## config.mk

```make
export PLATFORM = sky130hd
export DESIGN_NAME = operand_select
export DESIGN_NICKNAME = d
export VERILOG_FILES = /design/src/common/ex_pkg.sv /design/src/rtl/operand_select.sv
export SDC_FILE = /design/constraint.sdc
export NUM_CORES = 1
export LEC_CHECK = 0
export BUFFER_PORTS_ARGS = -buffer_cell sky130_fd_sc_hd__buf_2
export CAP_MARGIN = 40
export CORE_AREA = 5 5 86 88
export DETAILED_ROUTE_END_ITERATION = 16
export DIE_AREA = 0 0 91 93
export GPL_ROUTABILITY_DRIVEN = 0
export GPL_TIMING_DRIVEN = 0
export PLACE_DENSITY = 0.72
export SETUP_SLACK_MARGIN = 0.3
export SYNTH_ARGS = -nofsm -noshare
export SYNTH_HDL_FRONTEND = slang
export SYNTH_SLANG_ARGS = --single-unit
```

## constraint.sdc

```tcl
create_clock -name vclk -period 1.06
set_input_delay 0.106 -clock vclk [all_inputs]
set_output_delay 0.106 -clock vclk [all_outputs]
set_load 0.02 [all_outputs]
```

## src/common/ex_pkg.sv

```systemverilog
////////////////////////////////////////
// shared widths and field codes for the
// execute stage and its testbench
// modules import this package by wildcard
////////////////////////////////////////

package ex_pkg;

	////////////////////////////////////////
	// widths
	////////////////////////////////////////
	localparam int XLEN = 32;

	typedef logic [XLEN-1:0]   word_t;  // data or address word
	typedef logic [2*XLEN-1:0] dword_t; // full product
	typedef logic [5:0]        tag_t;   // physical destination tag
	typedef logic [31:0]       inst_t;  // raw instruction

	localparam tag_t ZERO_TAG = 6'd0; // no destination

	////////////////////////////////////////
	// field codes
	////////////////////////////////////////
	typedef logic [1:0] unit_t;
	localparam unit_t UNIT_ALU    = 2'd0;
	localparam unit_t UNIT_MULT   = 2'd1;
	localparam unit_t UNIT_BRANCH = 2'd2;

	typedef logic [3:0] alu_func_t;
	localparam alu_func_t ALU_ADD  = 4'd0;
	localparam alu_func_t ALU_SUB  = 4'd1;
	localparam alu_func_t ALU_AND  = 4'd2;
	localparam alu_func_t ALU_OR   = 4'd3;
	localparam alu_func_t ALU_XOR  = 4'd4;
	localparam alu_func_t ALU_SLT  = 4'd5;
	localparam alu_func_t ALU_SLTU = 4'd6;
	localparam alu_func_t ALU_SLL  = 4'd7;
	localparam alu_func_t ALU_SRL  = 4'd8;
	localparam alu_func_t ALU_SRA  = 4'd9;

	typedef logic [1:0] mult_func_t;
	localparam mult_func_t MULT_MUL    = 2'd0;
	localparam mult_func_t MULT_MULH   = 2'd1;
	localparam mult_func_t MULT_MULHSU = 2'd2; // rs1 signed, rs2 unsigned
	localparam mult_func_t MULT_MULHU  = 2'd3;

	// operand A source
	typedef logic [1:0] opa_sel_t;
	localparam opa_sel_t OPA_RS1  = 2'd0;
	localparam opa_sel_t OPA_NPC  = 2'd1;
	localparam opa_sel_t OPA_PC   = 2'd2;
	localparam opa_sel_t OPA_ZERO = 2'd3;

	// operand B source
	typedef logic [2:0] opb_sel_t;
	localparam opb_sel_t OPB_RS2   = 3'd0;
	localparam opb_sel_t OPB_I_IMM = 3'd1;
	localparam opb_sel_t OPB_S_IMM = 3'd2;
	localparam opb_sel_t OPB_B_IMM = 3'd3;
	localparam opb_sel_t OPB_U_IMM = 3'd4;
	localparam opb_sel_t OPB_J_IMM = 3'd5;

endpackage

```

## src/rtl/operand_select.sv

```systemverilog
////////////////////////////////////////
// operand A and B muxes for the execute
// stage, with RV32 immediate decoding
// purely combinational
////////////////////////////////////////

`timescale 1ns/10ps

module operand_select (
	input  ex_pkg::opa_sel_t opa_sel,
	input  ex_pkg::opb_sel_t opb_sel,
	input  ex_pkg::inst_t    inst,
	input  ex_pkg::word_t    pc,
	input  ex_pkg::word_t    npc,
	input  ex_pkg::word_t    rs1_value,
	input  ex_pkg::word_t    rs2_value,
	output ex_pkg::word_t    opa,
	output ex_pkg::word_t    opb
);
	import ex_pkg::*;

	localparam word_t OPB_MARKER = 32'hfacefeed; // shows up on a bad opb_sel

	word_t i_imm, s_imm, b_imm, u_imm, j_imm;

	// sign-extended immediates, all keyed off bit 31
	assign i_imm = {{20{inst[31]}}, inst[31:20]};
	assign s_imm = {{20{inst[31]}}, inst[31:25], inst[11:7]};
	assign b_imm = {{19{inst[31]}}, inst[31], inst[7], inst[30:25], inst[11:8], 1'b0};
	assign u_imm = {inst[31:12], 12'b0};
	assign j_imm = {{11{inst[31]}}, inst[31], inst[19:12], inst[20], inst[30:21], 1'b0};

	always_comb begin
		case (opa_sel)
			OPA_RS1: opa = rs1_value;
			OPA_NPC: opa = npc;
			OPA_PC:  opa = pc;
			default: opa = '0; // OPA_ZERO
		endcase
	end

	always_comb begin
		case (opb_sel)
			OPB_RS2:   opb = rs2_value;
			OPB_I_IMM: opb = i_imm;
			OPB_S_IMM: opb = s_imm;
			OPB_B_IMM: opb = b_imm;
			OPB_U_IMM: opb = u_imm;
			OPB_J_IMM: opb = j_imm;
			default:   opb = OPB_MARKER;
		endcase
	end

endmodule

```

# After elaboration in Yosys (flattened, before gate mapping)
# Cells that the tools add are included.
[word_totals] ff_bits=0 input_bits=165 word_cells=11
[classes] n_eq_ne=7 n_mux=2 reduce_logical=2
[op_table] operator="$pmux 32 s6" count=1
[op_table] operator="$pmux 32 s3" count=1
[op_table] operator="$eq 3x2->1 const B" count=2
[op_table] operator="$eq 3x3->1 const B" count=2
[op_table] operator="$eq 3x1->1 const B" count=1
[op_table] operator="$logic_not 3->1" count=1
[op_table] operator="$eq 2x1->1 const B" count=1
[op_table] operator="$eq 2x2->1 const B" count=1
[op_table] operator="$logic_not 2->1" count=1

# Logic depth before layout (Yosys ltp)
[logic_depth] depth_word=2 depth_mapped=6 mapped_depth_nobuf=3

# Least setup slack after synthesis
# OpenSTA, ideal clock, no wires.
[synth_path] path_type="input -> output" from="input port opb_sel[1]" to="output port opb[1]" arrival_time_ns=1.041 path_slack_ns=-0.087 path_stages=4 n_path_buf=1 cell_sequence="buf_6 -> nor2_2 -> a22oi_1 -> o21ai_0"
[synth_between] elab_chain_cells=2
[synth_rtl] element="start: declaration" line="operand_select.sv:11" text="input ex_pkg::opb_sel_t opb_sel,"
[synth_rtl] element="$eq 3x3->1 (tied with other cells)" line="operand_select.sv:43" text="case (opb_sel)"
[synth_rtl] element="$pmux 32 s6 *" line="operand_select.sv:43"
[synth_rtl] element="end: declaration" line="operand_select.sv:18" text="output ex_pkg::word_t opb"
# Every way passes the cells marked *; elsewhere a longest branch is shown, timed or not.

# Worst setup path after layout
[layout_path] from="input port opb_sel[0]" to="output port opb[0]"
# Same word-level chain as after synthesis.

==> reports/metrics.yaml <==
nets: 650
maxCapViolations: 0
drt_wl_total_um: 12000
die_w_um: 91
period_minus_slack_ns: 1.14
synth-seq-area-share_pct: 0
fin_util_pct: 75.6
antenna_cells: 0
whs_ns: 0.511
crit_path_top_delay_cell: "mux2i_4"
syn_to_final_growth_pct: 264
synth_area_per_cell_sq_um: 5.96
first_iter_violations: 60
setup_tns_ns: -1.07
io-pin-count: 229
cp_max_fo: 8
holdCritPathClass: "in2out"
outcome: "finished, violations left"
worst-path-buf-inv: 4
drive_above_1_share_pct: 94.6
stdcell_count: 563
fin_ws_ns: -0.0837
overflow: 0
leakagePower_nw: 2.33
synth_cell_type_count: 28
antenna_left: 0
vdd_drop_max_mv: 0.351
avgRoutedWirePerCell_um: 21.3
max_stage_delay_ns: 0.19
core_area_sq_um: 6570
track_usage_pct: 23.7
place_inst: 529
power_density_nw_per_um2: 538
avgViaCountPerCell: 5.35
yosysWarnings: 0
crit_family: "buffers and inverters"
syn-cell-area_sq_um: 1370
rsz0062_at_grt: "true"
slew_violations: 0
drc_errors: 0
violations: "setup timing"
synth_nets: 394
grt_antenna_before_repair: 0
critPathArrivalTime_ns: 1.04
ff_latch_area_sq_um: 0
layout_common_cells: "155 x buf_2, 67 x buf_6, 36 x o21ai_4, 33 x nand2_4, 20 x buf_12"
setup_violations: 38
grt_max_degree: 11
path_class: "in2out"
max_freq_mhz: 874
die_area_sq_um: 8460
fin_crit_sh_pct: 108
grt_pass1_wl_um: 16600
power_mw: 2.67
final_common_cell: "buf_2"
cpMostUsedCell: "buf_12"
critPathRequiredTime_ns: 0.95
endpoint_kind: "output pin"
cp-start-kind: "input pin"
dr.pass1.iters: 4
dieHeight_um: 93
vias: 3014
finalHoldViolCount: 0
start_util_pct: 20.8
tightestPinTransition_ns: 0.346
path_depth: 6
grt_pass1_vias: 3196
path_cells: "buf_12, buf_8, buf_12, mux2i_4, o31ai_4, buf_6"
place_hpwl_um: 7370
fp-row-count: 30
holdPathStages: 4
port_buffers: 220
synthCells: 229
nClkBuffers: 0
seq_cell_count: 0
slew_headroom_pct: 76.7
==> routing by layer <==
layer,track usage (%),routed length (um),vias to the layer above
met1,23.9,3980,1437
li1,-,-,1364
met5,0,0,-
met4,7.95,443,0
met2,46.4,6610,175
met3,6.36,964,38
==> final timing paths <==
check | from | endpoint
max | opb_sel[0] | opb[0]
min | rs2_value[10] | opb[10]
==> per-stage QoR <==
stage	instance area [sq um]	setup WS [ns]
after floorplan	2270	0.103
after global placement	3470	-0.317
after detailed placement	3470	-0.358
after CTS	4590	-0.0564
after global routing	4970	-0.117
final	4970	-0.0837
==> Yosys cell counts, drive strengths merged, types with 2 or more instances <==
| library cell | n | area share, % |
|---|---|---|
| o21ai | 56 | 21 |
| nor2b | 5 | 2.3 |
| mux2i | 34 | 25 |
| nor2 | 4 | 1.3 |
| and2 | 2 | 0.92 |
| nand3 | 5 | 1.8 |
| nor3 | 2 | 1.5 |
| or2 | 2 | 0.92 |
| o22ai | 12 | 5.5 |
| nand2 | 45 | 12 |
| a21oi | 18 | 6.6 |
| a221oi | 2 | 1.3 |
| a22oi | 10 | 5.5 |
| clkbuf | 6 | 1.7 |
| inv | 2 | 0.55 |
| nand2b | 3 | 1.4 |
| buf | 16 | 7.9 |
==> area by class of cell <==
type                       instances  area, sq um
tap                               80          100
inverter                           2         16.3
fill                             403         1600
timing repair buffer             254         1990
buffer                            22          370
multi-input combinational        205         2490
==> power breakdown <==
part | leakage [nW] | switching [mW] | internal, mW
combinational | 2.33 | 1.31 | 1.36
clock | 0 | 0 | 0
sequential | 0 | 0 | 0
total | 2.33 | 1.31 | 1.36
==> logic make-up after synthesis <==
logic type             count (synthesis)  share of synthesized area (%)
AO/OA/AOI/OAI                        103                           42.4
multiplexers                          34                           24.9
buffers and inverters                 24                           10.2
AND/OR/NAND/NOR                       68                           22.5
==> what timing repair did <==
item / CTS / global route
hold buffers: 0 / 0
resized for setup: 247 / 50
endpoints found under the setup margin: 64 / 64
buffers inserted: 18 / 9
hold endpoints to repair: 0 / 0
cloned: 4 / 3
pin swaps: 23 / 22
No activity file was read; power rests on OpenSTA's default activity.
