**src/common/ex_pkg.sv**
```systemverilog
////////////////////////////////////////
// shared widths and field codes for the
// execute stage and its testbench
// modules import this package by wildcard
////////////////////////////////////////

package ex_pkg;

	////////////////////////////////////////
	// widths
	////////////////////////////////////////
	localparam int XLEN = 32;

	typedef logic [XLEN-1:0]   word_t;  // data or address word
	typedef logic [2*XLEN-1:0] dword_t; // full product
	typedef logic [5:0]        tag_t;   // physical destination tag
	typedef logic [31:0]       inst_t;  // raw instruction

	localparam tag_t ZERO_TAG = 6'd0; // no destination

	////////////////////////////////////////
	// field codes
	////////////////////////////////////////
	typedef logic [1:0] unit_t;
	localparam unit_t UNIT_ALU    = 2'd0;
	localparam unit_t UNIT_MULT   = 2'd1;
	localparam unit_t UNIT_BRANCH = 2'd2;

	typedef logic [3:0] alu_func_t;
	localparam alu_func_t ALU_ADD  = 4'd0;
	localparam alu_func_t ALU_SUB  = 4'd1;
	localparam alu_func_t ALU_AND  = 4'd2;
	localparam alu_func_t ALU_OR   = 4'd3;
	localparam alu_func_t ALU_XOR  = 4'd4;
	localparam alu_func_t ALU_SLT  = 4'd5;
	localparam alu_func_t ALU_SLTU = 4'd6;
	localparam alu_func_t ALU_SLL  = 4'd7;
	localparam alu_func_t ALU_SRL  = 4'd8;
	localparam alu_func_t ALU_SRA  = 4'd9;

	typedef logic [1:0] mult_func_t;
	localparam mult_func_t MULT_MUL    = 2'd0;
	localparam mult_func_t MULT_MULH   = 2'd1;
	localparam mult_func_t MULT_MULHSU = 2'd2; // rs1 signed, rs2 unsigned
	localparam mult_func_t MULT_MULHU  = 2'd3;

	// operand A source
	typedef logic [1:0] opa_sel_t;
	localparam opa_sel_t OPA_RS1  = 2'd0;
	localparam opa_sel_t OPA_NPC  = 2'd1;
	localparam opa_sel_t OPA_PC   = 2'd2;
	localparam opa_sel_t OPA_ZERO = 2'd3;

	// operand B source
	typedef logic [2:0] opb_sel_t;
	localparam opb_sel_t OPB_RS2   = 3'd0;
	localparam opb_sel_t OPB_I_IMM = 3'd1;
	localparam opb_sel_t OPB_S_IMM = 3'd2;
	localparam opb_sel_t OPB_B_IMM = 3'd3;
	localparam opb_sel_t OPB_U_IMM = 3'd4;
	localparam opb_sel_t OPB_J_IMM = 3'd5;

endpackage

```
**src/rtl/branch_unit.sv**
```systemverilog
////////////////////////////////////////
// branch condition and target for the
// execute stage, purely combinational
////////////////////////////////////////

`timescale 1ns/10ps

module branch_unit (
	input  ex_pkg::word_t rs1_value,
	input  ex_pkg::word_t rs2_value,
	input  ex_pkg::inst_t inst,
	input  ex_pkg::word_t opa,
	input  ex_pkg::word_t opb,
	input  logic          cond_branch,
	input  logic          uncond_branch,
	output logic          take,
	output ex_pkg::word_t target
);
	logic [2:0] funct3;
	logic       cond;

	assign funct3 = inst[14:12];

	always_comb begin
		case (funct3)
			3'b000:  cond = rs1_value == rs2_value;                  // beq
			3'b001:  cond = rs1_value != rs2_value;                  // bne
			3'b100:  cond = $signed(rs1_value) < $signed(rs2_value);  // blt
			3'b101:  cond = $signed(rs1_value) >= $signed(rs2_value); // bge
			3'b110:  cond = rs1_value < rs2_value;                   // bltu
			3'b111:  cond = rs1_value >= rs2_value;                  // bgeu
			default: cond = 1'b0;
		endcase
	end

	// jumps always go, branches only on a true condition
	assign take   = uncond_branch | (cond_branch & cond);
	assign target = opa + opb;

endmodule

```
**config.mk**
```make
export PLATFORM = sky130hd
export DESIGN_NAME = branch_unit
export DESIGN_NICKNAME = d
export VERILOG_FILES = /design/src/common/ex_pkg.sv /design/src/rtl/branch_unit.sv
export SDC_FILE = /design/constraint.sdc
export NUM_CORES = 1
export LEC_CHECK = 0
export BUFFER_PORTS_ARGS = -buffer_cell sky130_fd_sc_hd__buf_4
export CORE_UTILIZATION = 35
export DETAILED_ROUTE_END_ITERATION = 7
export GPL_TIMING_DRIVEN = 0
export PLACE_DENSITY = 0.75
export SLEW_MARGIN = 20
export SYNTH_ARGS = -nofsm -noshare
export SYNTH_HDL_FRONTEND = slang
export SYNTH_SLANG_ARGS = --single-unit
```
**constraint.sdc**
```tcl
create_clock -name vclk -period 3.5
set_input_delay 0.7 -clock vclk [all_inputs]
set_output_delay 0.7 -clock vclk [all_outputs]
set_load 0.05 [all_outputs]
```
==> After elaboration in Yosys (flattened, before gate mapping) <==
Cells that the tools add are included.
{ "op_classes": {"addsub": 1, "muxes": 1, "reduce_logical": 1, "mul": 0, "n_lt_le_gt_ge": 4, "shift": 0, "n_div": 0, "eq_ne": 7, "bitwise": 2} }
{ "op_table": {"columns": ["cell", "count"], "rows": [
  ["$ge A32 B32 Y1", 2],
  ["$lt A32 B32 Y1", 2],
  ["$add A32 B32 Y32", 1],
  ["$eq A32 B32 Y1", 1],
  ["$ne A32 B32 Y1", 1],
  ["$eq A3 B3 Y1 const B", 4],
  ["$pmux W1 S6", 1],
  ["$eq A3 B1 Y1 const B", 1],
  ["$logic_not A3 Y1", 1],
  ["$and A1 B1 Y1", 1],
  ["$or A1 B1 Y1", 1]
]} }
{ "totals": {"romBits": 0, "mem_count": 0, "output_inout_bits": 33, "mem_bits_rw": 0, "register_bits": 0, "inputBits": 162, "latch_bits": 0} }

==> Depth between registers and ports, before layout <==
{ "depth": {"depth_word": 4, "depth_mapped": 11} }

==> Least setup slack after synthesis <==
No wires, ideal clock.
{ "synth_path": {"kind": "input -> output", "startpoint": "input port opa[0]", "endpoint": "output port target[30]", "required_time_ns": 2.800, "setup_slack_ns": -0.556, "arrival_time_ns": 3.356, "stages": 11, "n_path_buf": 0, "cell_sequence": "ha_1 -> inv_1 -> fa_1 -> nor2b_1 -> o2111ai_1 -> a21oi_1 -> o311ai_2 -> a21oi_1 -> o21ai_0 -> nand2_1 -> o311ai_1"} }
{ "synth_between": {"elab_chain_len": 1} }
{ "synth_lines": {"columns": ["element", "line_no", "text"], "rows": [
  ["from (decl)", "branch_unit.sv:12", "input ex_pkg::word_t opa,"],
  ["$add A32 B32 Y32", "branch_unit.sv:38", "assign target = opa + opb;"],
  ["to (decl)", "branch_unit.sv:17", "output ex_pkg::word_t target"]
]} }
No other way between the ends.

==> Final worst setup path <==
Ends and elaborated chain as after synthesis.

==> results.md <==
* Outcome: finished, violations left
* Failing checks: setup timing
* Max_cap viols at 0
* DRC at 0
* Worst Setup End Kind: output port
* Synth Net Count at 572
* LEAKAGE at 2.33 nW
* TNS Setup at -0.212 ns
* Initial drt markers at 40
* Worst EP arrival at 2.86 ns
* Register area share after synthesis at 0
* Period utilization at 1.02
* Row count at 30
* Drt pass-1 iters at 4
* Largest net degree at the start of global routing at 10
* Post-Syn Area per Cell at 7.24 um^2
* Port buffer count at 166
* Type of the tightest min-delay check: input port to output port
* Fillers at 597
* Library cells used by synthesis at 47
* Slew Limit Fails at 0
* Initial antenna violation count at 0
* Nets at 752
* Vias in the first global route at 3117
* Critical Path Max Stage Delay at 0.39 ns
* Cells taking the most area after synthesis: ha_1 31%, a21o_1 7.5%, a21oi_1 7.4%
* Tightest Pin Transition at 0.588 ns
* Critical path launch point type: input port
* Clock buffers at 0
* Buf+Inv Stages, Crit Path at 3
* Power per standard cell area at 235 nW/um^2
* Synth warn at 0
* Slew HR at 0.604
* Wire length per cell at 13.4 um
* Final Hold Viols at 0
* First-pass GRT wire length at 12900 um
* Final cell count without fillers at 620
* Die width at 86.6 um
* Detailed Place HPWL at 6670 um
* Share of the synthesized area in the top cell type at 0.315
* Total congestion overflow at 0
* Final worst setup slack at -0.0614 ns
* Core ar. at 6870 um^2
* Final min period at 3.56 ns
* Final setup fails at 6
* Register Area at 0 um^2
* Mapped Cells at 346
* Synth Cell Area at 2500 um^2
* Maximum vdd drop at 206 uV
* Chip height at 86.6 um
* Drt total wl at 8320 um
* Design Power at 0.00106 W
* Layout area overhead at 80.9%
* Critical path's top delay family: compound AO/OA/AOI/OAI gates
* Crit-path slowest cell: fa_2
* Io pins at 195
* Crit path required time at 2.80 ns
* Final Wtd Congestion at 0.764
* Worst path cell trace: buf_6, ha_4, inv_2, fa_2, nor2b_4, o2111ai_4, a21oi_4, o311ai_4, a21oi_4, o21ai_2, a211o_1, o311ai_2, buf_6
* GRT Util Overall at 0.204
* CP Class: input port to output port
* Top cell type by total area after synthesis: ha_1
* Initial Util at 0.365
* Dpl cells at 608
* DRT antenna net count at 0
* Post-CTS Hold Buffers at 0
* Pre-CTS setup slack at -0.355 ns
* Layout cell share with drive strength beyond 1 at 0.494
* RSZ-0062 raised after global routing: yes
* Worst-path fanout max at 2
* Fmax at 281 MHz
* Final Util at 0.660
* Sequential cells at 0
* Ant. Diodes at 0
* Die area at 7500 um^2
* Routed vias at 3169
* Via/cell ratio at 5.11
-- per-layer routing --
layer	global-route usage	wire length [um]	vias to the layer above
met5	0	0	-
li1	-	-	1620
met4	0.0212	99	0
met2	0.425	4440	100
met1	0.223	3310	1441
met3	0.0238	474	8
-- through the flow --
step,cell area [um^2],hold slack (ns)
after floorplan,2660,1.58
after global placement,4030,1.77
after detailed placement,4030,1.77
after CTS,4300,1.74
after global routing,4530,1.76
final,4530,1.74
-- cell usage in the layout, fill, tap and decap left out, types with 5 or more instances in the layout --
master	Yosys	final
nand2_1	14	13
inv_1	46	42
nor2_1	24	22
o21ai_0	15	10
a21o_1	25	25
ha_1	63	50
nor2b_1	11	9
o211ai_1	5	5
buf_4	0	164
o21a_1	5	5
a21oi_2	0	11
nand3_1	8	6
nand4_1	5	5
buf_6	0	16
a21oi_4	0	5
xnor2_2	0	8
ha_4	0	9
xnor2_1	19	11
a21oi_1	37	21
-- Yosys cell counts, types with 3 or more instances --
| cell type | instances |
|---|---|
| nor2_1 | 24 |
| xnor2_1 | 19 |
| a21o_1 | 25 |
| and4_1 | 6 |
| xor2_1 | 6 |
| nand3_1 | 8 |
| nor2b_1 | 11 |
| nand4_1 | 5 |
| nor3_1 | 5 |
| a21oi_1 | 37 |
| o21ai_0 | 15 |
| o31ai_1 | 3 |
| nand2b_1 | 4 |
| a31oi_1 | 4 |
| nand2_1 | 14 |
| o21a_1 | 5 |
| and3_1 | 3 |
| inv_1 | 46 |
| ha_1 | 63 |
| a211o_1 | 3 |
| a211oi_1 | 3 |
| o211ai_1 | 5 |
-- worst paths after layout --
path,from,end,slack [ns],depth (start not counted)
worst max-delay path,opa[0],target[30],-0.06,13
worst min-delay path,uncond_branch,take,1.74,4
-- where the power goes --
| part | total (W) | internal (W) | switching, W |
|---|---|---|---|
| clock network | 0 | 0 | 0 |
| registers | 0 | 0 | 0 |
| logic | 0.00106 | 0.000454 | 0.000610 |
| total | 0.00106 | 0.000454 | 0.000610 |
-- tightest hold or removal path, cell delays in order --
cell and delay, ns:
buf_4 0.08, inv_1 0.05, o221ai_4 0.05, buf_6 0.16
-- area by class of cell --
type / count / area (um^2) / share of cell area
Inverter: 46 / 178 / 0.0392
Buffer: 2 / 22.5 / 0.00497
Tap cell: 96 / 120 / 0.0265
Timing Repair Buffer: 178 / 1390 / 0.306
Multi-Input combinational cell: 298 / 2820 / 0.623
-- timing repair --
action,4_1_cts,5_1_grt
endpoints found under the hold margin,0,0
resized for setup,55,41
setup endpoints to repair,10,14
pin swaps,27,16
buffers inserted,6,6
-- kinds of logic after synthesis --
| logic type | Yosys count | synth area share |
|---|---|---|
| and+or+nand+nor | 89 | 0.195 |
| AOI/OAI and AO/OA | 118 | 0.313 |
| muxes | 2 | 0.00849 |
| adders and majority gates | 64 | 0.323 |
| buffers and inverters | 48 | 0.0729 |
| xor gates and xnor gates | 25 | 0.0874 |
No activity file was read; power rests on OpenSTA's default activity.
