### src/common/ex_pkg.sv
////////////////////////////////////////
// shared widths and field codes for the
// execute stage and its testbench
// modules import this package by wildcard
////////////////////////////////////////

package ex_pkg;

	////////////////////////////////////////
	// widths
	////////////////////////////////////////
	localparam int XLEN = 32;

	typedef logic [XLEN-1:0]   word_t;  // data or address word
	typedef logic [2*XLEN-1:0] dword_t; // full product
	typedef logic [5:0]        tag_t;   // physical destination tag
	typedef logic [31:0]       inst_t;  // raw instruction

	localparam tag_t ZERO_TAG = 6'd0; // no destination

	////////////////////////////////////////
	// field codes
	////////////////////////////////////////
	typedef logic [1:0] unit_t;
	localparam unit_t UNIT_ALU    = 2'd0;
	localparam unit_t UNIT_MULT   = 2'd1;
	localparam unit_t UNIT_BRANCH = 2'd2;

	typedef logic [3:0] alu_func_t;
	localparam alu_func_t ALU_ADD  = 4'd0;
	localparam alu_func_t ALU_SUB  = 4'd1;
	localparam alu_func_t ALU_AND  = 4'd2;
	localparam alu_func_t ALU_OR   = 4'd3;
	localparam alu_func_t ALU_XOR  = 4'd4;
	localparam alu_func_t ALU_SLT  = 4'd5;
	localparam alu_func_t ALU_SLTU = 4'd6;
	localparam alu_func_t ALU_SLL  = 4'd7;
	localparam alu_func_t ALU_SRL  = 4'd8;
	localparam alu_func_t ALU_SRA  = 4'd9;

	typedef logic [1:0] mult_func_t;
	localparam mult_func_t MULT_MUL    = 2'd0;
	localparam mult_func_t MULT_MULH   = 2'd1;
	localparam mult_func_t MULT_MULHSU = 2'd2; // rs1 signed, rs2 unsigned
	localparam mult_func_t MULT_MULHU  = 2'd3;

	// operand A source
	typedef logic [1:0] opa_sel_t;
	localparam opa_sel_t OPA_RS1  = 2'd0;
	localparam opa_sel_t OPA_NPC  = 2'd1;
	localparam opa_sel_t OPA_PC   = 2'd2;
	localparam opa_sel_t OPA_ZERO = 2'd3;

	// operand B source
	typedef logic [2:0] opb_sel_t;
	localparam opb_sel_t OPB_RS2   = 3'd0;
	localparam opb_sel_t OPB_I_IMM = 3'd1;
	localparam opb_sel_t OPB_S_IMM = 3'd2;
	localparam opb_sel_t OPB_B_IMM = 3'd3;
	localparam opb_sel_t OPB_U_IMM = 3'd4;
	localparam opb_sel_t OPB_J_IMM = 3'd5;

endpackage

### src/rtl/alu.sv
////////////////////////////////////////
// integer ALU of the execute stage
// ten RV32I operations on opa and opb
// purely combinational
////////////////////////////////////////

`timescale 1ns/10ps

module alu (
	input  ex_pkg::word_t     opa,
	input  ex_pkg::word_t     opb,
	input  ex_pkg::alu_func_t func,
	output ex_pkg::word_t     result
);
	import ex_pkg::*;

	localparam word_t ALU_MARKER = 32'hfacebeec; // unknown func code

	logic       lt_signed;
	logic       lt_unsigned;
	logic [4:0] shamt;

	assign lt_signed   = $signed(opa) < $signed(opb);
	assign lt_unsigned = opa < opb;
	assign shamt       = opb[4:0]; // only the low five bits shift

	always_comb begin
		case (func)
			ALU_ADD:  result = opa + opb;
			ALU_SUB:  result = opa - opb;
			ALU_AND:  result = opa & opb;
			ALU_OR:   result = opa | opb;
			ALU_XOR:  result = opa ^ opb;
			ALU_SLT:  result = {{(XLEN-1){1'b0}}, lt_signed};
			ALU_SLTU: result = {{(XLEN-1){1'b0}}, lt_unsigned};
			ALU_SLL:  result = opa << shamt;
			ALU_SRL:  result = opa >> shamt;
			ALU_SRA:  result = $signed(opa) >>> shamt; // keeps the sign bit
			default:  result = ALU_MARKER;
		endcase
	end

endmodule

### config.mk
export PLATFORM = sky130hd
export DESIGN_NAME = alu
export DESIGN_NICKNAME = d
export VERILOG_FILES = /design/src/common/ex_pkg.sv /design/src/rtl/alu.sv
export SDC_FILE = /design/constraint.sdc
export NUM_CORES = 1
export LEC_CHECK = 0
export BUFFER_PORTS_ARGS = -buffer_cell sky130_fd_sc_hd__buf_2
export CORE_MARGIN = 4
export CORE_UTILIZATION = 50
export DETAILED_ROUTE_END_ITERATION = 10
export PLACE_DENSITY_LB_ADDON = 0.05
export SYNTH_ARGS = -nofsm -noshare
export SYNTH_HDL_FRONTEND = slang
export SYNTH_SLANG_ARGS = --single-unit
### constraint.sdc
create_clock -name vclk -period 3.3
set_input_delay 0.33 -clock vclk [all_inputs]
set_output_delay 0.33 -clock vclk [all_outputs]
set_load 0.03 [all_outputs]
Word level (Yosys, flattened, before mapping)
Cells that the tools add are included.
Widths: inputs -> output; s select.
{"block": "word_totals", "regBits": 0, "out_inout_bits": 32, "elab_cells": 21, "latchBits": 0, "mem_bits_rw": 0, "inputBits": 68, "mem_bits_ro": 0, "memories": 0}
{"block": "op_classes", "n_bitwise": 3, "reduce_logical": 1, "mux": 1, "addsub": 2, "div_mod_pow": 0, "shifts": 3, "eq_ne": 9, "n_lt_le_gt_ge": 2, "n_mul": 0}
{"operator": "$pmux 32 s10", "count": 1}
{"operator": "$lt 32x32->1", "count": 2}
{"operator": "$add 32x32->32", "count": 1}
{"operator": "$and 32x32->32", "count": 1}
{"operator": "$or 32x32->32", "count": 1}
{"operator": "$shl 32x5->32", "count": 1}
{"operator": "$shr 32x5->32", "count": 1}
{"operator": "$sshr 32x5->32", "count": 1}
{"operator": "$sub 32x32->32", "count": 1}
{"operator": "$xor 32x32->32", "count": 1}
{"operator": "$eq 4x3->1 const B", "count": 4}
{"operator": "$eq 4x2->1 const B", "count": 2}
{"operator": "$eq 4x4->1 const B", "count": 2}
{"operator": "$eq 4x1->1 const B", "count": 1}
{"operator": "$logic_not 4->1", "count": 1}

Depth between registers and ports, before layout
{"block": "depth", "ltp_word": 2, "ltp_mapped": 14, "mapped_depth_nobuf": 13}

Worst setup path after synthesis
No wires, ideal clock.
{"block": "synth_path", "kind": "input to output", "start": "in opb[2]", "end": "out result[29]", "arrival_time_ps": 3741, "required_ps": 2970, "cell_stages": 14, "setup_slack_ps": -771, "n_path_buf": 3, "cell_sequence": "clkbuf_1 > inv_2 > buf_2 > buf_1 > ha_1 > inv_1 > a21oi_1 > o31ai_2 > a21oi_1 > o41ai_1 > a31oi_1 > o211ai_1 > xor2_1 > o21ai_0"}
{"block": "synth_via", "elab_chain_cells": 2, "elab_cells_between_ends": 6, "classes_between": "add/sub: 2; shift: 3; mux: 1"}
{"item": "from (decl)", "line": "alu.sv:11", "text": "input ex_pkg::word_t opb,"}
{"item": "$sub 32x32->32 (tied with other cells)", "line": "alu.sv:30", "text": "ALU_SUB: result = opa - opb;"}
{"item": "$pmux 32 s10 *", "line": "alu.sv:28", "text": "case (func)"}
{"item": "to (decl)", "line": "alu.sv:13", "text": "output ex_pkg::word_t result"}
Every way passes the cells marked *; elsewhere a longest branch is shown, timed or not.

Final worst setup path
{"block": "layout_path", "start": "in opb[0]", "end": "out result[24]"}
Same word-level chain as after synthesis.

==> results.sh <==
export IMPL_outcome="complete, but fails checks"
export IMPL_violations="setup timing"
export IMPL_total_leakage_power_uw=0.00521
export IMPL_grt_pass1_wl_um=61700
export IMPL_dieArea_um2=19300
export IMPL_viasPerCell=6.74
export IMPL_ir_worst_vdd_mv=0.160
export IMPL_antenna_found_initial=0
export IMPL_path_max_fanout=22
export IMPL_utilization=0.704
export IMPL_drcViolationCount=0
export IMPL_yosysSeqAreaShare=0
export IMPL_fin_crit_ns=3.34
export IMPL_cp_slowest_cell="mux4_2"
export IMPL_grt_use_total=0.398
export IMPL_synth_top_cell_area_share=0.145
export IMPL_synth_cells=1234
export IMPL_holdPathStages=5
export IMPL_muxShareOfSynthArea=0.196
export IMPL_place_area_um2=10900
export IMPL_crit_required_ns=2.97
export IMPL_worst_slew_pin_slew_ns=0.771
export IMPL_grt_ovfl_total=0
export IMPL_num_io_pins=100
export IMPL_endpoint_kind="primary output"
export IMPL_crit_chain="buf_4 -> buf_4 -> buf_12 -> mux4_2 -> mux4_2 -> a21oi_1 -> o21ai_0 -> o21ai_1 -> o311a_1 -> o21ai_1 -> buf_4"
export IMPL_dr_total_vias=11549
export IMPL_fmax_mhz=299
export IMPL_seq_area_um2=0
export IMPL_nFillCells=1440
export IMPL_syn2layout_area_growth_pct=37.1
export IMPL_final_area_um2=11700
export IMPL_rsz0062_at_grt="yes"
export IMPL_cp_common_cell="buf_4"
export IMPL_gp_congestion=1.01
export IMPL_initial_utilization=0.514
export IMPL_die_x_um=139
export IMPL_max_slew_margin_rel=0.484
export IMPL_synthesis_nets=1401
export IMPL_finalMaxSlewViolations=0
export IMPL_port_buffers=100
export IMPL_clkbuf_count=0
export IMPL_yosys_warnings=0
export IMPL_netlist_area_um2=8550
export IMPL_worstSetupStartpointType="input port"
export IMPL_hpwl_um=32000
export IMPL_min_from="opa[8]"
export IMPL_grt_use_met2=0.605
export IMPL_drt_pass1_iter_count=6
export IMPL_cpPeakStageDelay_ns=0.60
export IMPL_hold_ws_ns=1.29
export IMPL_rows=47
export IMPL_yosysTopAreaCell="mux4_2"
export IMPL_grt_max_degree=67
export IMPL_coreArea_um2=16600
export IMPL_wl_um=41700
export IMPL_layout_drive_gt1_share=0.364
export IMPL_avgSynthCellArea_um2=6.93
export IMPL_finalHoldViolCount=0
export IMPL_grtUsageMet3=0.0807
export IMPL_synth_compound_area_frac=0.339
export IMPL_hold_path_end="result[8]"
export IMPL_synth_top_family_by_area="compound AO/OA/AOI/OAI gates"
export IMPL_top_usage_layer="met2"
export IMPL_finalWorstSetupSlack_ns=-0.0430
export IMPL_setup_viol=3
export IMPL_ctsHoldBuffers=0
export IMPL_layout_nets=1662
export IMPL_yosysUniqueCellTypes=82
export IMPL_synth_area_leaders="mux4_2, ha_1, nor2_1"
export IMPL_diodes=0
export IMPL_arrival_ns=3.01
export IMPL_grtUsageMet1=0.566
export IMPL_powerDensity_nw_per_um2=194
export IMPL_power_uw=2280
export IMPL_die_h_um=139
export IMPL_grt_pass1_vias=10590
export IMPL_period_share=1.01
export IMPL_cap_violations=0
export IMPL_crit_type="in2out"
export IMPL_synth_xor_area_frac=0.0225
export IMPL_yosys_area_share_simple=0.201
export IMPL_hold_class="in2out"
export IMPL_seq_cell_count=0
export IMPL_synth_fa_ha_area_frac=0.147
export IMPL_pre_cts_ws_ns=-0.236
export IMPL_wl_per_cell_um=24.4
export IMPL_detail_route_antenna_nets=0
export IMPL_drt_iter0_drc=1755
-- worst max-delay path, delay by kind of cell --
| family | cells | cell delay [ns] |
|---|---|---|
| mux | 2 | 1.09 |
| buf+inv | 4 | 0.71 |
| compound gates | 5 | 0.86 |
-- synthesized netlist by cell type, drive strengths merged (17+ instances only) --
| cell type | count |
|---|---|
| inv | 93 |
| a211oi | 30 |
| buf | 42 |
| mux2i | 36 |
| clkbuf | 59 |
| nand2 | 86 |
| o211ai | 17 |
| a21oi | 117 |
| nor3 | 27 |
| mux4 | 55 |
| o21ai | 115 |
| nor2 | 187 |
| ha | 97 |
-- worst max path at each step --
stage            start    endpoint  slack, ns  depth (start not counted)
2_1_floorplan   opb[2]  result[17]      0.008                         14
3_3_place_gp    opb[0]  result[17]      -0.27                         12
3_5_place_dp    opb[0]  result[17]      -0.24                         12
4_1_cts        opa[17]  result[22]      0.005                         14
5_1_grt         opa[0]  result[22]      -0.08                         14
6_report        opb[0]  result[24]      -0.04                         11
-- kinds of logic after synthesis --
group / Yosys count
mux: 98
xor+xnor: 22
compound gates: 436
simple gates: 384
buf+inv: 195
fa+ha+maj: 99
-- per-layer routing --
layer / wire length [µm] / share of wire
met4: 2060 / 0.049
met2: 17700 / 0.42
met3: 5910 / 0.14
met5: 0 / 0
met1: 16000 / 0.38
-- cell usage in the layout, fill, tap and decap left out, drive strengths merged, types with 10 or more instances in the layout --
master and count:
buf 355, nor2 187, a21oi 117, o21ai 115
ha 97, inv 93, nand2 86, mux4 55
mux2i 36, a211oi 30, nor3 27, o211ai 17
o31ai 15, a221oi 14, nand3 13, a21o 13
xnor2 13, nor4 13, a31oi 13, or3 12
o21bai 12, a22oi 11, o22ai 10
-- metrics by stage --
step	instances	setup TNS, ns
detailed placement	1704	-2.32
floorplan	1234	0
CTS	1706	0
global route	1713	-0.364
finish	1713	-0.0937
global placement	1704	-2.29
-- repair_timing --
item	CTS	global route
gates cloned	2	1
setup endpoints to repair	19	24
resized for setup	50	119
buffers inserted	0	7
pin swaps	12	46
-- power breakdown --
| group | total, µW | leakage (µW) | internal [µW] | switching (µW) |
|---|---|---|---|---|
| sequential | 0 | 0 | 0 | 0 |
| combinational | 2280 | 0.00521 | 959 | 1320 |
| clock | 0 | 0 | 0 | 0 |
| total | 2280 | 0.00521 | 959 | 1320 |
-- layout make-up --
type                            count  area [µm²]  share of cell area
Tap cell                          220         275              0.0235
Multi-Input combinational cell   1039        8430               0.719
Timing Repair Buffer              360        2660               0.227
Inverter                           94         360              0.0307
No activity file was read; power rests on OpenSTA's default activity.
