## src/common/ex_pkg.sv

```systemverilog
////////////////////////////////////////
// shared widths and field codes for the
// execute stage and its testbench
// modules import this package by wildcard
////////////////////////////////////////

package ex_pkg;

	////////////////////////////////////////
	// widths
	////////////////////////////////////////
	localparam int XLEN = 32;

	typedef logic [XLEN-1:0]   word_t;  // data or address word
	typedef logic [2*XLEN-1:0] dword_t; // full product
	typedef logic [5:0]        tag_t;   // physical destination tag
	typedef logic [31:0]       inst_t;  // raw instruction

	localparam tag_t ZERO_TAG = 6'd0; // no destination

	////////////////////////////////////////
	// field codes
	////////////////////////////////////////
	typedef logic [1:0] unit_t;
	localparam unit_t UNIT_ALU    = 2'd0;
	localparam unit_t UNIT_MULT   = 2'd1;
	localparam unit_t UNIT_BRANCH = 2'd2;

	typedef logic [3:0] alu_func_t;
	localparam alu_func_t ALU_ADD  = 4'd0;
	localparam alu_func_t ALU_SUB  = 4'd1;
	localparam alu_func_t ALU_AND  = 4'd2;
	localparam alu_func_t ALU_OR   = 4'd3;
	localparam alu_func_t ALU_XOR  = 4'd4;
	localparam alu_func_t ALU_SLT  = 4'd5;
	localparam alu_func_t ALU_SLTU = 4'd6;
	localparam alu_func_t ALU_SLL  = 4'd7;
	localparam alu_func_t ALU_SRL  = 4'd8;
	localparam alu_func_t ALU_SRA  = 4'd9;

	typedef logic [1:0] mult_func_t;
	localparam mult_func_t MULT_MUL    = 2'd0;
	localparam mult_func_t MULT_MULH   = 2'd1;
	localparam mult_func_t MULT_MULHSU = 2'd2; // rs1 signed, rs2 unsigned
	localparam mult_func_t MULT_MULHU  = 2'd3;

	// operand A source
	typedef logic [1:0] opa_sel_t;
	localparam opa_sel_t OPA_RS1  = 2'd0;
	localparam opa_sel_t OPA_NPC  = 2'd1;
	localparam opa_sel_t OPA_PC   = 2'd2;
	localparam opa_sel_t OPA_ZERO = 2'd3;

	// operand B source
	typedef logic [2:0] opb_sel_t;
	localparam opb_sel_t OPB_RS2   = 3'd0;
	localparam opb_sel_t OPB_I_IMM = 3'd1;
	localparam opb_sel_t OPB_S_IMM = 3'd2;
	localparam opb_sel_t OPB_B_IMM = 3'd3;
	localparam opb_sel_t OPB_U_IMM = 3'd4;
	localparam opb_sel_t OPB_J_IMM = 3'd5;

endpackage

```

## src/rtl/complete_queue.sv

```systemverilog
////////////////////////////////////////
// completion queue of the execute stage
// takes the direct result and the multiply
// result each cycle, drains one per cycle
// and derives issue_ready from occupancy
////////////////////////////////////////

`timescale 1ns/10ps

module complete_queue #(
	parameter int MULT_STAGES = 4,
	parameter int QUEUE_DEPTH = 8
) (
	input  logic          clock,
	input  logic          reset,
	input  logic          flush,
	input  logic          now_valid,
	input  ex_pkg::tag_t  now_tag,
	input  ex_pkg::word_t now_result,
	input  logic          now_take,
	input  ex_pkg::word_t now_target,
	input  logic          mult_done,
	input  ex_pkg::tag_t  mult_tag,
	input  ex_pkg::word_t mult_product,
	output logic          issue_ready,
	output logic          complete_valid,
	output ex_pkg::tag_t  complete_tag,
	output ex_pkg::word_t complete_result,
	output logic          take_branch,
	output ex_pkg::word_t branch_target,
	output logic          reg_wr_en
);
	import ex_pkg::*;

	localparam int PTR_W       = $clog2(QUEUE_DEPTH);
	localparam int CNT_W       = $clog2(QUEUE_DEPTH + 1);
	localparam int READY_LIMIT = QUEUE_DEPTH - MULT_STAGES - 2; // room for every mult in flight

	typedef logic [PTR_W-1:0] ptr_t;
	typedef logic [CNT_W-1:0] cnt_t;

	function automatic ptr_t ptr_next(input ptr_t p);
		return (p == ptr_t'(QUEUE_DEPTH - 1)) ? '0 : p + 1'b1;
	endfunction

	// entry storage
	tag_t  tag_q    [QUEUE_DEPTH];
	word_t result_q [QUEUE_DEPTH];
	logic  take_q   [QUEUE_DEPTH];
	word_t target_q [QUEUE_DEPTH];

	ptr_t head, tail;
	cnt_t count;
	ptr_t now_slot;  // mult goes at tail, so now slips one behind it
	ptr_t tail_next;
	logic retire;

	assign now_slot = mult_done ? ptr_next(tail) : tail;
	assign retire   = count != '0;

	always_comb begin
		tail_next = tail;
		if (mult_done) tail_next = ptr_next(tail_next);
		if (now_valid) tail_next = ptr_next(tail_next);
	end

	////////////////////////////////////////
	// pointers and occupancy
	////////////////////////////////////////
	always_ff @(posedge clock) begin
		if (reset || flush) begin
			head  <= '0;
			tail  <= '0;
			count <= '0;
		end else begin
			tail  <= tail_next;
			count <= count + cnt_t'(mult_done) + cnt_t'(now_valid) - cnt_t'(retire);
			if (retire) head <= ptr_next(head);
		end
	end

	always_ff @(posedge clock) begin
		if (mult_done) begin
			tag_q[tail]    <= mult_tag;
			result_q[tail] <= mult_product;
			take_q[tail]   <= 1'b0; // multiplies never redirect
			target_q[tail] <= '0;
		end
		if (now_valid) begin
			tag_q[now_slot]    <= now_tag;
			result_q[now_slot] <= now_result;
			take_q[now_slot]   <= now_take;
			target_q[now_slot] <= now_target;
		end
	end

	////////////////////////////////////////
	// completion port, head entry
	////////////////////////////////////////
	assign complete_valid  = retire;
	assign complete_tag    = tag_q[head];
	assign complete_result = result_q[head];
	assign branch_target   = target_q[head];
	assign take_branch     = complete_valid & take_q[head];
	assign reg_wr_en       = complete_valid && (complete_tag != ZERO_TAG);

	assign issue_ready = count <= cnt_t'(READY_LIMIT);

endmodule

```

## config.mk

```make
export PLATFORM = sky130hd
export DESIGN_NAME = complete_queue
export DESIGN_NICKNAME = d
export VERILOG_FILES = /design/src/common/ex_pkg.sv /design/src/rtl/complete_queue.sv
export SDC_FILE = /design/constraint.sdc
export NUM_CORES = 1
export LEC_CHECK = 0
export BUFFER_PORTS_ARGS = -buffer_cell sky130_fd_sc_hd__buf_2
export CORE_MARGIN = 1.5
export CORE_UTILIZATION = 63
export CTS_BUF_LIST = sky130_fd_sc_hd__clkbuf_4
export DETAILED_ROUTE_END_ITERATION = 16
export GPL_TIMING_DRIVEN = 0
export PLACE_DENSITY = 0.9
export SYNTH_ARGS = -nofsm -noshare
export SYNTH_HDL_FRONTEND = slang
export SYNTH_SLANG_ARGS = --single-unit
```

## constraint.sdc

```tcl
create_clock -name clock -period 6.8 [get_ports clock]
set_clock_uncertainty 0.1 [all_clocks]
set_input_delay 1.36 -clock clock [delete_from_list [all_inputs] [get_ports clock]]
set_output_delay 1.36 -clock clock [all_outputs]
set_load 0.02 [all_outputs]
```

# After elaboration in Yosys (flattened, before gate mapping)
# Memories as Yosys holds them, arrays and structs flattened. A register that Yosys moved wholly into a read port is not among the register bits.
# Index checks and enable logic that the tools add are counted.
# totals
regBits,10
mem_bits_rw,568
input_bits,114
wordCells,39
memories,4
# mem_list
name,words,word_bits,rd,rd_clocked_by_memory_dff,wr,line_no,rtl
result_q,8,32,1,1,2,complete_queue.sv:48,word_t result_q [QUEUE_DEPTH];
target_q,8,32,1,1,2,complete_queue.sv:50,word_t target_q [QUEUE_DEPTH];
tag_q,8,6,1,1,2,complete_queue.sv:47,tag_t tag_q [QUEUE_DEPTH];
take_q,8,1,1,1,2,complete_queue.sv:49,logic take_q [QUEUE_DEPTH];
# classes
n_addsub,6
n_lt_le_gt_ge,1
eq_ne,3
n_mux,17
bitwise_logic,1
n_reduce_logical,4
# op_table
operator,count
$mux 3,13
$add 3x1->3 const B,3
$eq 3x3->1 const B,3
$add 4x1->4,2
$reduce_bool 6->1,1
$le 4x2->1 const B,1
$mux 1,4
$reduce_bool 4->1,1
$sub 4x1->4,1
$and 1x1->1,1
$logic_and 1x1->1,1
$logic_or 1x1->1,1

# Longest topological paths before layout
# depth
depth_word,6
mapped_depth,11

# Least setup slack after synthesis
# Ideal clock, no wire load.
# synth_path
path_type,input to register
from,in mult_done
to,"mem result_q[7][0] (netlist name), enable pin"
setup_time_ns,0.515
arrival_time_ns,4.877
required_time_ns,6.185
path_slack_ns,1.308
cell_stages,3
n_path_buf,1
cell_sequence,buf_6 -> nand2_1 -> o21bai_1
# synth_lines
item,line_no,rtl
from (decl),complete_queue.sv:22,"input logic mult_done,"
to (decl),complete_queue.sv:48,

==> flow_metrics.tcl <==
set metrics [dict create \
    path_clk_slew_ns 0.06 \
    fin_total_pwr_mw 8.92 \
    outcome "finished clean" \
    cts_buffers 147 \
    drt-total-wl_um 68200 \
    first_pass_iters 6 \
    swShare_pct 27.6 \
    fin_area_um2 31900 \
    postCtsHoldBufs 0 \
    cp-start-kind "flop" \
    viasPerCell 6.21 \
    syn_area_per_cell_um2 17.9 \
    root_buffer "clkbuf_4" \
    synthTopCellsByArea "edfxtp_1, mux2_2, mux4_2, and2_1, mux2_1" \
    tightest_slew_ns 1.30 \
    synth_seq_area_share_pct 62.1 \
    crit_type "flop to output port" \
    worstPathMaxFanout 10 \
    p_leak_nw 11.3 \
    grt_use_total_pct 31.0 \
    rr_endpoint "target_q[6][12]$_SDFFCE_PP0P_" \
    seqPwrFrac_pct 46.2 \
    p_int_mw 6.46 \
    grt_pass1_wl_um 101000 \
    chipHeight_um 213 \
    synth-edff-count 568 \
    final.setup.tns_ns 0 \
    dieArea_um2 45500 \
    start_util_pct 64.3 \
    netlist_instances 1554 \
    fp.dieW_um 213 \
    cts_resized 0 \
    num_rows 76 \
    finalCritPeriodShare_pct 76.3 \
    crit_required_ns 5.34 \
    synth_warnings 0 \
    core_um2 43400 \
    p_switching_mw 2.46 \
    drtIter0Drc 1535 \
    slowest_delay_ns 0.66 \
    pwr-share-comb_pct 21.2 \
    clk-insertion-delay-late_ns 0.84 \
    htree_levels 4 \
    finalCriticalPeriod_ns 5.19 \
    slowest_stage "clkbuf_1" \
    rrSetupSlack_ns 2.48 \
    cts_tree "done" \
    power_density_nw_per_um2 279 \
    antenna_found_initial 23 \
    post-route-util_pct 73.7 \
    io_pins 188 \
    reg2reg_from "tail[0]$_SDFF_PP0_" \
    drc 0 \
    relSlewSlack_pct 13.3 \
    portBuffers 187 \
    setup_viol 0 \
    drtAntennaViolNets 0 \
    worstPathArrival_ns 3.73 \
    rsz0062_at_grt "false" \
    hold_violations 0 \
    crit_end "take_branch" \
    gp_congestion 0.782 \
    critPathMostFrequentCell "buf_2" \
    grt_max_degree 51 \
    cts_buffer_depth 3 \
    cts.sinks 581 \
    final_layout_size_suffix_gt1_share_pct 48.6 \
    via_count 16200 \
    drv_slew 0 \
    syn-cell-area_um2 27900 \
    synth_top_area_cell "edfxtp_1" \
    maxCapViolCount 0 \
    fill_cells 2536 \
    peakVddDrop_uv 190 \
    wire_per_inst_um 26.2 \
    fmax_mhz 193 \
    synth_top_area_share_pct 61.2 \
    synth_ff_type "edfxtp_1" \
    overflow 0 \
    ys_async_sr_fraction_pct 0 \
    path_cells "buf_2 -> clkbuf_1 -> buf_2 -> mux4_2 -> mux2i_1 -> nor2_1 -> buf_2" \
    critPathCaptureType "output port" \
    grt_pass1_vias 17000 \
    syn_to_final_growth_pct 14.6 \
    ys_types 44 \
    synth-seq-cells 581 \
    dpl-instance-area_um2 30100 \
    whs_ns 0.452 \
    post_cts_buffers 0 \
    reg2regPathDepth 10 \
    dp_hpwl_um 43300 \
    hold_class "flop to flop" \
    pwr-share-clk_pct 32.6 \
    finalNetCount 2037 \
    synth_nets 1680 \
]
[worst max-delay path: cells and delay by family, from the launching register on]
family | cells | cell delay, ns
mux | 2 | 0.78
flops | 1 | 0.30
buf+inv | 4 | 1.66
simple gates | 1 | 0.13
[cell type report]
| type | count | area [um2] | share of cell area, % |
|---|---|---|---|
| sequential | 581 | 17300 | 54.2 |
| tap | 585 | 732 | 2.29 |
| timing repair buffer | 208 | 1430 | 4.48 |
| buffer | 98 | 612 | 1.92 |
| multi-input combinational | 865 | 9990 | 31.3 |
| inverter | 10 | 37.5 | 0.117 |
| antenna | 15 | 37.5 | 0.117 |
| clock inverter | 32 | 204 | 0.638 |
| clock buffer | 212 | 1590 | 4.98 |
[cell usage in the layout (no fill, tap or decap), types with 3 or more instances in the layout]
cell,count
edfxtp_1,568
clkbuf_4,212
o21bai_4,6
mux4_2,142
buf_12,11
buf_16,10
dfxtp_1,13
nor3_4,8
ha_1,10
clkinv_1,21
bufinv_16,3
and2_1,265
mux2_4,30
a21oi_1,8
buf_1,3
o21ai_0,3
mux2_1,47
nand2_1,8
diode_2,15
clkbuf_1,44
inv_1,9
inv_2,7
buf_2,207
mux2_2,297
nand2b_1,4
buf_6,28
nor2_1,10
[power by group through the flow]
stage                     clock network [mW]  registers, mW  logic (mW)
after floorplan                            0           4.18        1.30
after global placement                     0           4.20        1.83
after detailed placement                   0           4.19        1.89
after CTS                               2.94           4.12        1.90
after global routing                    3.12           4.13        2.02
final                                   2.91           4.12        1.89
[logic make-up (layout without fill, tap and decap cells)]
kind of cell / Yosys count / in the layout / synth area share, %
other: 0 / 15 / 0
DFF: 581 / 581 / 62.1
and+or+nand+nor: 308 / 308 / 7.13
AOI/OAI and AO/OA: 25 / 25 / 0.633
buffers and inverters: 108 / 560 / 2.33
muxes: 519 / 519 / 27.1
adders and majority gates: 12 / 12 / 0.593
xor gates and xnor gates: 1 / 1 / 0.0314
[sequential cells by signal, indices dropped and copies added (netlist names), named ones only]
| register | cells |
|---|---|
| tag_q | 48 |
| tail | 3 |
| head | 3 |
| target_q | 256 |
| result_q | 256 |
| count | 4 |
| take_q | 8 |
[synthesized netlist by cell type, types with 10 or more instances]
master	n
buf_6	28
buf_2	20
and2_1	265
dfxtp_1	13
mux4_2	142
edfxtp_1	568
mux2_2	297
mux2_1	47
clkbuf_1	44
nor2_1	10
ha_1	10
mux2_4	30
[layer usage]
metal | up-vias | share of wire [%] | GRT usage (%)
met1 | 8096 | 35 | 37.2
li1 | 6924 | - | -
met2 | 967 | 50 | 51.7
met5 | - | 0.16 | 0
met4 | 18 | 3.4 | 13.4
met3 | 182 | 11 | 9.91
[worst min path at each step]
stage	cells after the start	startpoint	endpoint	slack [ns]
2_1_floorplan	2	head[1]$_SDFFE_PP0N_	flop	0.39
3_3_place_gp	2	head[1]$_SDFFE_PP0N_	head[1]$_SDFFE_PP0N_	0.41
3_5_place_dp	2	head[1]$_SDFFE_PP0N_	head[1]$_SDFFE_PP0N_	0.44
4_1_cts	2	head[1]$_SDFFE_PP0N_	head[1]$_SDFFE_PP0N_	0.45
5_1_grt	2	head[1]$_SDFFE_PP0N_	head[1]$_SDFFE_PP0N_	0.49
6_report	2	head[1]$_SDFFE_PP0N_	flop	0.45
[stage by stage]
step                      setup WS (ns)  instances
final                              1.61       2606
after global routing               1.44       2600
after CTS                          1.57       2591
after detailed placement           2.01       2347
after global placement            -2.28       2326
after floorplan                    1.31       1554
Power figures use the tool's default switching activity.
